File: src/hw/net_pkg.sv
package net_pkg;

    // ******************************
    // widths with a meaning
    // ******************************
    localparam int MDIO_FRAME_BITS = 64;             // pre + st + op + addr + reg + ta + data
    localparam int INIT_WRITES     = 2;              // entries in the phy init table

    typedef logic [7:0]                 tcp_byte_t;   // one tcp stream byte
    typedef logic [4:0]                 phy_addr_t;   // mdio phy address
    typedef logic [4:0]                 phy_reg_t;    // clause-22 register number
    typedef logic [15:0]                phy_data_t;   // register value
    typedef logic [MDIO_FRAME_BITS-1:0] mdio_frame_t; // whole write frame, msb first

    // ******************************
    // bundles
    // ******************************
    typedef struct packed {
        logic      valid;                            // write strobe
        tcp_byte_t data;                             // payload byte
    } tx_beat_t;

    typedef struct packed {
        logic pll_reset;                             // to the clock pll
        logic pcs_reset;                             // one-shot pcs restart
        logic stack_reset;                           // tcp/ip stack reset
    } net_resets_t;

    typedef struct packed {
        logic mdc;                                   // management clock
        logic mdio_out;                              // serial data toward phy
    } mdio_pins_t;

    // ******************************
    // clause-22 write frame fields
    // ******************************
    localparam logic [31:0] MDIO_PREAMBLE = 32'hFFFF_FFFF; // 32 ones
    localparam logic [1:0]  MDIO_START    = 2'b01;
    localparam logic [1:0]  MDIO_OP_WRITE = 2'b01;
    localparam logic [1:0]  MDIO_TA_WRITE = 2'b10;         // turnaround, driven by master

    // phy init table, entry 0 goes out first
    localparam phy_reg_t  INIT_REG  [INIT_WRITES] = '{5'd0, 5'd4};
    localparam phy_data_t INIT_DATA [INIT_WRITES] = '{16'h1140, 16'h0021}; // an on, 1000fd adv

    function automatic mdio_frame_t mdio_write_frame(input phy_addr_t addr,
                                                     input phy_reg_t  regnum,
                                                     input phy_data_t data);
        return {MDIO_PREAMBLE, MDIO_START, MDIO_OP_WRITE, addr, regnum, MDIO_TA_WRITE, data};
    endfunction

endpackage

File: src/hw/mdio_initializer.sv
`timescale 1ns/1ps

module mdio_initializer #(
    parameter net_pkg::phy_addr_t PHY_ADDR = 5'd1,   // target phy on the mdio bus
    parameter int unsigned        MDC_DIV  = 128     // clk125m cycles per mdc period, even
) (
    input  logic                clk125m,
    input  logic                reset_pulse,
    input  logic                restart,             // pcs restart, holds fsm in idle
    output net_pkg::mdio_pins_t mdio,                // mdc and serial data
    output logic                init_done            // whole table written
);

    import net_pkg::*;

    localparam int DIV_W  = $clog2(MDC_DIV);
    localparam int BIT_W  = $clog2(MDIO_FRAME_BITS);
    localparam int IDX_W  = (INIT_WRITES > 1) ? $clog2(INIT_WRITES) : 1;

    localparam logic [DIV_W-1:0] DIV_LAST   = DIV_W'(MDC_DIV - 1);
    localparam logic [DIV_W-1:0] DIV_HALF   = DIV_W'(MDC_DIV / 2 - 1);
    localparam logic [BIT_W-1:0] LAST_BIT   = BIT_W'(MDIO_FRAME_BITS - 1);
    localparam logic [IDX_W-1:0] LAST_ENTRY = IDX_W'(INIT_WRITES - 1);

    typedef enum logic [1:0] {
        ST_IDLE,                                     // wait for restart low
        ST_LOAD,                                     // fill shift reg from table
        ST_SHIFT,                                    // one bit per mdc period
        ST_DONE                                      // last frame out, flag done
    } state_t;

    state_t            state;
    logic [DIV_W-1:0]  div_cnt;                      // mdc phase counter
    logic              rise_tick;                    // mdc goes high next clock
    logic              fall_tick;                    // mdc goes low next clock
    logic              mdc_q;
    logic              mdio_q;
    logic [BIT_W-1:0]  bit_cnt;                      // bits sent of current frame
    logic [IDX_W-1:0]  entry_idx;                    // table entry in flight
    mdio_frame_t       shift_reg;                    // frame being sent, msb first

    // ******************************
    // mdc divider
    // ******************************
    assign rise_tick = (div_cnt == DIV_HALF);
    assign fall_tick = (div_cnt == DIV_LAST);

    always_ff @(posedge clk125m) begin
        if (reset_pulse) begin
            div_cnt <= '0;
            mdc_q   <= 1'b0;
        end else begin
            if (fall_tick) begin
                div_cnt <= '0;
            end else begin
                div_cnt <= div_cnt + 1'b1;
            end
            if (rise_tick) begin
                mdc_q <= 1'b1;                       // second half of period
            end else if (fall_tick) begin
                mdc_q <= 1'b0;
            end
        end
    end

    // ******************************
    // frame sequencer
    // ******************************
    always_ff @(posedge clk125m) begin
        if (reset_pulse || restart) begin
            state     <= ST_IDLE;
            entry_idx <= '0;
            bit_cnt   <= '0;
            mdio_q    <= 1'b1;                       // bus idles high
            init_done <= 1'b0;
        end else begin
            case (state)
                ST_IDLE: begin
                    entry_idx <= '0;
                    state     <= ST_LOAD;
                end
                ST_LOAD: begin
                    bit_cnt <= '0;
                    state   <= ST_SHIFT;
                end
                ST_SHIFT: begin
                    if (fall_tick) begin
                        mdio_q  <= shift_reg[MDIO_FRAME_BITS-1]; // change while mdc low
                        bit_cnt <= bit_cnt + 1'b1;
                        if (bit_cnt == LAST_BIT) begin
                            if (entry_idx == LAST_ENTRY) begin
                                state <= ST_DONE;
                            end else begin
                                entry_idx <= entry_idx + 1'b1;
                                state     <= ST_LOAD;        // next frame back to back
                            end
                        end
                    end
                end
                ST_DONE: begin
                    // last bit sampled by the phy on the rise before this
                    if (fall_tick && !init_done) begin
                        mdio_q    <= 1'b1;
                        init_done <= 1'b1;
                    end
                end
                default: begin
                    state <= ST_IDLE;
                end
            endcase
        end
    end

    // payload shifter
    always_ff @(posedge clk125m) begin
        if (state == ST_LOAD) begin
            shift_reg <= mdio_write_frame(PHY_ADDR, INIT_REG[entry_idx], INIT_DATA[entry_idx]);
        end else if (state == ST_SHIFT && fall_tick) begin
            shift_reg <= {shift_reg[MDIO_FRAME_BITS-2:0], 1'b1};
        end
    end

    assign mdio = '{mdc: mdc_q, mdio_out: mdio_q};

endmodule

File: src/hw/network_frontend.sv
`timescale 1ns/1ps

module network_frontend #(
    parameter net_pkg::phy_addr_t PHY_ADDR    = 5'd1, // phy on the management bus
    parameter int unsigned        MDC_DIV     = 128,  // clk125m per mdc, even
    parameter int unsigned        FIFO_DEPTH  = 64,   // pre-buffer bytes
    parameter int unsigned        ALMOST_FULL = 32    // user_full level
) (
    input  logic                 clk125m,
    input  logic                 reset_pulse,         // board reset, sync, active high
    input  logic                 pll_locked,
    input  logic                 pcs_resetdone,       // from the transceiver
    input  net_pkg::tx_beat_t    user_tx,             // user tcp bytes
    input  logic                 stack_full,          // stack tx almost full
    output net_pkg::net_resets_t resets,
    output net_pkg::mdio_pins_t  mdio,                // toward the phy
    output logic                 init_done,           // phy registers written
    output logic                 user_full,
    output net_pkg::tx_beat_t    stack_tx             // bytes into the stack
);

    // ******************************
    // reset sequencing
    // ******************************
    reset_sequencer u_reset_sequencer (
        .clk125m       (clk125m),
        .reset_pulse   (reset_pulse),
        .pll_locked    (pll_locked),
        .pcs_resetdone (pcs_resetdone),
        .resets        (resets)
    );

    // ******************************
    // phy management init
    // ******************************
    mdio_initializer #(
        .PHY_ADDR (PHY_ADDR),
        .MDC_DIV  (MDC_DIV)
    ) u_mdio_initializer (
        .clk125m     (clk125m),
        .reset_pulse (reset_pulse),
        .restart     (resets.pcs_reset),              // rerun table after each pcs restart
        .mdio        (mdio),
        .init_done   (init_done)
    );

    // ******************************
    // tcp tx pre-buffer
    // ******************************
    tx_prefifo #(
        .FIFO_DEPTH  (FIFO_DEPTH),
        .ALMOST_FULL (ALMOST_FULL)
    ) u_tx_prefifo (
        .clk125m     (clk125m),
        .reset_pulse (reset_pulse),
        .user_tx     (user_tx),
        .stack_full  (stack_full),
        .user_full   (user_full),
        .stack_tx    (stack_tx)
    );

endmodule

File: src/hw/reset_sequencer.sv
`timescale 1ns/1ps

module reset_sequencer (
    input  logic                 clk125m,
    input  logic                 reset_pulse,        // system reset, sync, active high
    input  logic                 pll_locked,         // clock pll lock
    input  logic                 pcs_resetdone,      // transceiver reset done, async
    output net_pkg::net_resets_t resets              // pll, pcs and stack resets
);

    // ******************************
    // resetdone synchronizer
    // ******************************
    logic [1:0] resetdone_sync;                      // two flop sync chain
    logic       resetdone_dly;                       // one more stage for edge detect
    logic       resetdone_rise;                      // registered rising edge

    // ******************************
    // one-shot pcs restart
    // ******************************
    logic       restart_enable;                      // sticky, set by first edge
    logic [4:0] enable_shift;                        // enable delay line
    logic       pcs_reset_q;                         // 4 cycle restart pulse

    logic       pll_reset_q;                         // reset_pulse one cycle late
    logic       stack_reset_q;                       // lock loss one cycle late

    // sync chain carries data only
    always_ff @(posedge clk125m) begin
        resetdone_sync <= {resetdone_sync[0], pcs_resetdone};
        resetdone_dly  <= resetdone_sync[1];
    end

    always_ff @(posedge clk125m) begin
        if (reset_pulse) begin
            resetdone_rise <= 1'b0;
        end else begin
            resetdone_rise <= resetdone_sync[1] & ~resetdone_dly; // low to high
        end
    end

    // first edge arms the pulse, later edges are ignored until reset
    always_ff @(posedge clk125m) begin
        if (reset_pulse) begin
            restart_enable <= 1'b0;
        end else if (resetdone_rise) begin
            restart_enable <= 1'b1;
        end
    end

    always_ff @(posedge clk125m) begin
        if (reset_pulse) begin
            enable_shift <= '0;
            pcs_reset_q  <= 1'b0;
        end else begin
            enable_shift <= {enable_shift[3:0], restart_enable};
            pcs_reset_q  <= enable_shift[0] & ~enable_shift[4]; // high for 4 clocks
        end
    end

    // ******************************
    // pll and stack resets
    // ******************************
    always_ff @(posedge clk125m) begin
        pll_reset_q <= reset_pulse;                  // stays high one clock past reset
    end

    always_ff @(posedge clk125m) begin
        stack_reset_q <= ~pll_locked;                // hold stack while clock unstable
    end

    assign resets = '{
        pll_reset:   pll_reset_q,
        pcs_reset:   pcs_reset_q,
        stack_reset: stack_reset_q
    };

endmodule

File: src/hw/tx_prefifo.sv
`timescale 1ns/1ps

module tx_prefifo #(
    parameter int unsigned FIFO_DEPTH  = 64,         // bytes of storage
    parameter int unsigned ALMOST_FULL = 32          // user_full threshold
) (
    input  logic              clk125m,
    input  logic              reset_pulse,
    input  net_pkg::tx_beat_t user_tx,               // user write stream
    input  logic              stack_full,            // stack almost full
    output logic              user_full,             // back-pressure to user
    output net_pkg::tx_beat_t stack_tx               // write stream to stack
);

    import net_pkg::*;

    localparam int PTR_W = (FIFO_DEPTH > 1) ? $clog2(FIFO_DEPTH) : 1;
    localparam int CNT_W = $clog2(FIFO_DEPTH + 1);

    localparam logic [PTR_W-1:0] PTR_LAST = PTR_W'(FIFO_DEPTH - 1);
    localparam logic [CNT_W-1:0] CNT_FULL = CNT_W'(FIFO_DEPTH);
    localparam logic [CNT_W-1:0] CNT_AF   = CNT_W'(ALMOST_FULL);

    // ******************************
    // storage and pointers
    // ******************************
    tcp_byte_t        mem [FIFO_DEPTH];              // byte ring
    logic [PTR_W-1:0] wr_ptr;
    logic [PTR_W-1:0] rd_ptr;
    logic [CNT_W-1:0] count;                         // bytes held
    logic             push;
    logic             pop;

    logic             out_valid;                     // beat toward stack
    tcp_byte_t        out_data;

    assign push = user_tx.valid && (count != CNT_FULL); // overflow beats dropped
    assign pop  = (count != '0) && !stack_full;         // drain while stack has room

    always_ff @(posedge clk125m) begin
        if (push) begin
            mem[wr_ptr] <= user_tx.data;
        end
    end

    always_ff @(posedge clk125m) begin
        if (reset_pulse) begin
            wr_ptr <= '0;
            rd_ptr <= '0;
        end else begin
            if (push) begin
                wr_ptr <= (wr_ptr == PTR_LAST) ? '0 : wr_ptr + 1'b1;
            end
            if (pop) begin
                rd_ptr <= (rd_ptr == PTR_LAST) ? '0 : rd_ptr + 1'b1;
            end
        end
    end

    // occupancy, push and pop may coincide
    always_ff @(posedge clk125m) begin
        if (reset_pulse) begin
            count <= '0;
        end else begin
            case ({push, pop})
                2'b10:   count <= count + 1'b1;
                2'b01:   count <= count - 1'b1;
                default: count <= count;
            endcase
        end
    end

    assign user_full = (count >= CNT_AF);

    // ******************************
    // output register
    // ******************************
    always_ff @(posedge clk125m) begin
        if (reset_pulse) begin
            out_valid <= 1'b0;
        end else begin
            out_valid <= pop;                        // one clock after the pop
        end
    end

    always_ff @(posedge clk125m) begin
        if (pop) begin
            out_data <= mem[rd_ptr];                 // head byte
        end
    end

    assign stack_tx = '{valid: out_valid, data: out_data};

endmodule

File: config.mk
export PLATFORM = sky130hd
export DESIGN_NAME = network_frontend
export DESIGN_NICKNAME = d
export VERILOG_FILES = /design/src/hw/net_pkg.sv /design/src/hw/mdio_initializer.sv /design/src/hw/network_frontend.sv /design/src/hw/reset_sequencer.sv /design/src/hw/tx_prefifo.sv
export SDC_FILE = /design/constraint.sdc
export NUM_CORES = 1
export LEC_CHECK = 0
export BUFFER_PORTS_ARGS = -buffer_cell sky130_fd_sc_hd__buf_2
export CORE_ASPECT_RATIO = 0.75
export CORE_UTILIZATION = 35
export DETAILED_ROUTE_END_ITERATION = 12
export PLACE_DENSITY_LB_ADDON = 0.1
export SYNTH_ARGS = -nofsm -noshare
export SYNTH_HDL_FRONTEND = slang
export SYNTH_SLANG_ARGS = --single-unit
File: constraint.sdc
create_clock -name clk125m -period 3.8 [get_ports clk125m]
set_input_delay 0.57 -clock clk125m [delete_from_list [all_inputs] [get_ports clk125m]]
set_output_delay 0.57 -clock clk125m [all_outputs]
set_load 0.01 [all_outputs]
==> impl_results.md, run 1 <==
- Worst R2R End: u_tx_prefifo.count[4]
- Clock Skews: 19.7 ps
- Inserted Diodes: 0
- Yosys reg bits: 636
- Setup CP Type: flip-flop to flip-flop
- Tcrit/Tclk final: 0.861
- Worst Path Required: 4330 ps
- Slew HR: 0.217
- Max reg flops: 512
- Fin util: 0.410
- R2R Setup Slk: 530 ps
- Vias in the first global route: 12900
- Die Span X: 310 um
- Maximum clock path buffer count: 3
- Die ar.: 0.0722 mm^2
- First-pass GRT wire length: 90000 um
- Main synth FF type: edfxtp_1
- TritonCTS clock tree: built
- Total CTS buffers: 69
- Slew Viols, Final: 0
- Worst IR Drop VDD: 0.384 mV
- Drt initial violations: 1261
- Syn avg cell area: 17.0 um^2
- Synth unique cells: 59
- Clock Latency Late Sink: 610 ps
- Via count: 13200
- Crit path launch type: flip-flop
- Run status: finished clean
- Area grow syn2layout: 15.6%
- CP endpoint kind: flip-flop
- Largest net degree at the start of global routing: 52
- GRT Overall Usage: 0.173
- Final Hold Fails: 0
- Max Freq: 0.306 GHz
- Post-CTS Hold Fix Bufs: 0
- Static Leakage: 9.41 nW
- CTS Root Buffer Type: clkbuf_16
- Clock transition at path regs: 60 ps
- Gate Count Post-Synth: 1461
- Starting density of the core: 0.354
- Ys Warns: 0
- Setup-failing EPs final: 0
- Ys async rst share: 0
- Post-synth design cell area: 0.0249 mm^2
- Postcts setup bufs: 0
- IO buf count: 29
- Hold EP: u_reset_sequencer.resetdone_sync[0]
- Die Y-Extent: 233 um
- Core area: 0.0702 mm^2
- DR pass1 iterations: 5
- Sequential cell area fraction in the yosys report: 0.729
- Share of the synthesized area in the top cell type: 0.653
- Max-Cap Viols: 0
- GPL Wtd Cong: 0.738
- Commonest non-fill, non-tap cell in the layout: edfxtp_1
- Layout cells sized above 1: 0.227
- Initial antenna violation count: 1
- Row count: 84
- WL final: 61300 um
- Hold Crit Start: pcs_resetdone
- FF-to-FF Start: u_tx_prefifo.count[2]
- Worst min path class: input pin to flip-flop
- Post-cts resize count: 0
- Number of synthesized flops with an enable pin: 541
- Routed Antenna Nets: 0
- Nets: 1595
- Num ports: 30
- H-tree depth: 3
- Tightest Pin Transition: 1170 ps
- GRT overflow: 0
- Crit path time final: 3270 ps
- # DRC: 0
- Sum Neg Setup Slack: 0 ps
- Final HPWL from detailed placement: 38500 um
- Syn Nets: 1487
- Top cells by area, synth: edfxtp_1 65%, mux4_2 10%, dfxtp_1 7.6%
- RSZ-0062 raised after global routing: false
- Worst Path Max Fanout: 16
- PwrDens: 605 mW/mm^2
- CTS sink count: 636
- Reg2Reg Depth: 11
- WHS Path Cells: 1
- Cell accounting for the most synthesized area: edfxtp_1
- Drt wl/cell: 23.9 um
- Avg Vias per Cell: 5.15
- CP arrival: 3800 ps
- Most frequent cells in the layout: 541 x edfxtp_1, 116 x nand2_1, 114 x mux4_2, 110 x nor2_1, 101 x buf_4
-- report_power, final --
part	switching (mW)	total [mW]	internal, mW
registers	0.272	8.04	7.77
logic	1.52	2.83	1.31
clock network	2.77	6.53	3.77
-- cell type report --
cell class | instances | area (um^2)
Clock buffer | 92 | 1830
Clock inverter | 30 | 349
Fill cell | 6405 | 41400
Inverter | 12 | 45.0
Multi-Input combinational cell | 716 | 6210
Sequential cell | 636 | 18200
Tap cell | 946 | 1180
Timing Repair Buffer | 134 | 983
-- per-layer routing --
layer	wire length, um	vias up	part of all wire	global-route usage
met3	3480	86	0.057	0.0324
met4	1300	0	0.021	0.0488
met2	25100	338	0.41	0.232
li1	-	5902	-	-
met5	0	-	0	0
met1	31400	6881	0.51	0.280
-- critical path: stages, from the launching register on --
cell	delay, ps
dfxtp_1	420
nor4_2	460
a31oi_1	300
inv_1	200
ha_1	490
xor2_1	190
ha_1	260
a21o_1	140
a22oi_1	50
o211a_1	240
or3_1	300
a21oi_1	140
-- cells in the mapped netlist, types with 5 or more instances --
| cell | n |
|---|---|
| nor3_1 | 9 |
| xnor2_1 | 7 |
| nor3b_1 | 8 |
| buf_2 | 19 |
| a21o_1 | 11 |
| xor2_1 | 10 |
| o22ai_1 | 24 |
| mux2_2 | 8 |
| or2_2 | 8 |
| inv_1 | 11 |
| nand2_1 | 116 |
| nor2b_1 | 13 |
| a22oi_1 | 10 |
| o21ai_0 | 9 |
| edfxtp_1 | 541 |
| dfxtp_1 | 95 |
| and3_1 | 7 |
| and2_1 | 19 |
| mux4_2 | 114 |
| mux2i_1 | 53 |
| nand4_1 | 5 |
| o221ai_1 | 12 |
| buf_4 | 16 |
| nor2_1 | 110 |
| nand3b_1 | 7 |
| a21oi_1 | 42 |
| nand3_1 | 46 |
| ha_1 | 12 |
| buf_1 | 12 |
| a211oi_1 | 7 |
| clkbuf_1 | 46 |
-- kinds of logic (layout without fill, tap and decap cells) --
family                     after synthesis  in the layout  synth area share
DFF                                    636            636             0.729
AOI/OAI and AO/OA                      146            146            0.0398
xor gates and xnor gates                17             17           0.00598
buffers and inverters                  109            268            0.0211
adders and majority gates               12             12           0.00603
and+or+nand+nor                        364            364            0.0677
muxes                                  177            177             0.130
-- worst max path at each step --
stage	startpoint	end	slack (ps)
2_1_floorplan	u_tx_prefifo.count[1]	u_tx_prefifo.count[4]	700
3_3_place_gp	u_tx_prefifo.count[2]	u_tx_prefifo.count[4]	590
3_5_place_dp	u_tx_prefifo.count[2]	u_tx_prefifo.count[4]	550
4_1_cts	u_tx_prefifo.count[2]	u_tx_prefifo.count[4]	540
5_1_grt	u_tx_prefifo.count[2]	u_tx_prefifo.count[4]	210
6_report	u_tx_prefifo.count[2]	u_tx_prefifo.count[4]	530
-- through the flow --
stage	hold slack (ps)	cell area, um^2	cells	worst slack [ps]	total power, mW
after floorplan	310	24900	1461	705	10.1
after CTS	32.9	28800	2566	537	17.7
after detailed placement	316	26600	2444	550	11.1
final	74.2	28800	2566	529	17.4
after global routing	46.6	28800	2566	210	18.1
after global placement	318	26600	2444	585	11.1
Power figures use the tool's default switching activity.
==> run 2: changes to the inputs <==
==> constraint.sdc (replaced) <==
create_clock -name clk125m -period 3.8 [get_ports clk125m]
set_input_delay 0.38 -clock clk125m [delete_from_list [all_inputs] [get_ports clk125m]]
set_output_delay 0.38 -clock clk125m [all_outputs]
set_load 0.01 [all_outputs]
==> run 2 against run 1 <==
Register-to-register slack worse by 60 ps. Global-route usage about the same. Clock power down 3.2%. Die area did not move. Worst hold slack better by 220 ps. Highest routed layer unchanged. Core utilization fell by 0.23 points. Final cell count fell by 0.43%. Critical path depth is 5 lower.
==> impl_results.md, run 2 (synthesis gave the netlist of run 1 again) <==
- CP endpoint kind: flip-flop
- Inserted Diodes: 0
- Avg Vias per Cell: 5.20
- Slew HR: 0.266
- Max Freq: 0.300 GHz
- Clock transition at path regs: 60 ps
- Cell area after layout: 0.0286 mm^2
- Drt initial violations: 1169
- Row count: 84
- Initial antenna violation count: 2
- Nets: 1583
- Largest net degree at the start of global routing: 50
- Tightest Pin Transition: 1100 ps
- GRT Overall Usage: 0.173
- Place WS: 491 ps
- Setup-failing EPs final: 0
- Routed Antenna Nets: 0
- Core area: 0.0702 mm^2
- TritonCTS clock tree: built
- Slew Viols, Final: 0
- Maximum clock path buffer count: 3
- IO buf count: 29
- R2R Setup Slk: 470 ps
- Setup CP Type: flip-flop to flip-flop
- CTS Root Buffer Type: clkbuf_16
- Tcrit/Tclk final: 0.876
- RSZ-0062 raised after global routing: false
- Sum Neg Setup Slack: 0 ps
- Clock Skews: 22.1 ps
- WL final: 61300 um
- Crit path time final: 3330 ps
- Worst Path Max Fanout: 12
- Worst min path class: input pin to flip-flop
- Num ports: 30
- GRT overflow: 0
- Max-Cap Viols: 0
- H-tree depth: 3
- Placed cells: 2431
- CP arrival: 3560 ps
- Crit path launch type: flip-flop
- PwrDens: 599 mW/mm^2
- Reg2Reg Depth: 6
- Vias in the first global route: 12800
- WHS Path Cells: 1
- Post-cts resize count: 0
- Die ar.: 0.0722 mm^2
- Via count: 13300
- Clock Latency Late Sink: 600 ps
- Final Hold Fails: 0
- CTS sink count: 636
- Die Y-Extent: 233 um
- DR pass1 iterations: 5
- GPL Wtd Cong: 0.759
- Drt wl/cell: 24.0 um
- Layout cells sized above 1: 0.219
- Hold Crit Start: reset_pulse
- Max reg flops: 512
- Run status: finished clean
- Worst R2R End: u_tx_prefifo.mem[51][6]
- Area grow syn2layout: 14.9%
- Worst IR Drop VDD: 0.353 mV
- PnR worst setup slack: 470 ps
- Worst Path Required: 4030 ps
- First-pass GRT wire length: 90100 um
- Static Leakage: 9.32 nW
- Final HPWL from detailed placement: 37800 um
- Hold EP: u_reset_sequencer.pll_reset_q
- Commonest non-fill, non-tap cell in the layout: edfxtp_1
- Most frequent cells in the layout: 541 x edfxtp_1, 116 x nand2_1, 114 x mux4_2, 110 x nor2_1, 92 x dfxtp_1
- Starting density of the core: 0.354
- FF-to-FF Start: u_tx_prefifo.count[3]
- # DRC: 0
- Placed Area: 0.0265 mm^2
- Post-route insts no fill: 2555
- Total CTS buffers: 68
- Die Span X: 310 um
[run 2: report_power, final]
| group | switching [mW] | leakage [nW] | internal, mW |
|---|---|---|---|
| logic | 1.46 | 2.64 | 1.28 |
| registers | 0.304 | 5.66 | 7.77 |
| clock network | 2.72 | 1.01 | 3.60 |
[run 2: routing by layer]
layer / track usage / wire length, um / part of all wire / vias up
met5: 0 / 0 / 0 / -
met4: 0.0450 / 1280 / 0.021 / 0
met3: 0.0337 / 3280 / 0.053 / 88
met2: 0.231 / 25100 / 0.41 / 355
met1: 0.281 / 31600 / 0.52 / 6953
li1: - / - / - / 5883
[run 2: stage by stage]
step / hold WS, ps / util / power, mW
2_1_floorplan: 310 / - / 10.1
3_3_place_gp: 319 / 0.377 / 11.0
3_5_place_dp: 318 / 0.377 / 11.0
4_1_cts: 281 / 0.407 / 17.4
5_1_grt: 314 / 0.407 / 17.9
6_report: 290 / 0.407 / 17.1
[run 2: critical path: stages (launching register included)]
cell and delay, ps:
dfxtp_1 540, nor4_2 140, a31oi_1 490, and2_1 280, nand3_1 470, buf_4 370, nor2_1 660
[run 2: worst max-delay path by stage]
stage                                      from                 endpoint  slack [ps]  depth (start not counted)
after floorplan           u_tx_prefifo.count[1]    u_tx_prefifo.count[4]         700                         12
after global placement    u_tx_prefifo.count[2]    u_tx_prefifo.count[4]         570                         11
after detailed placement  u_tx_prefifo.count[3]  u_tx_prefifo.mem[51][7]         490                          6
after CTS                 u_tx_prefifo.count[3]  u_tx_prefifo.mem[51][3]         460                          6
after global routing      u_tx_prefifo.count[3]    u_tx_prefifo.count[4]         180                         11
final                     u_tx_prefifo.count[3]  u_tx_prefifo.mem[51][6]         470                          6
[run 2: layout make-up]
class                      count  area [um^2]
fill                        6396        41600
sequential                   636        18200
multi-input combinational    716         6210
clock buffer                  92         1910
tap                          946         1180
timing repair buffer         123          906
clock inverter                30          193
inverter                      12         45.0
[run 2: repair_timing]
| item | in CTS | in global routing |
|---|---|---|
| hold buffers | 2 | 0 |
| endpoints found under the hold margin | 2 | 0 |
| buffers inserted | 0 | 0 |
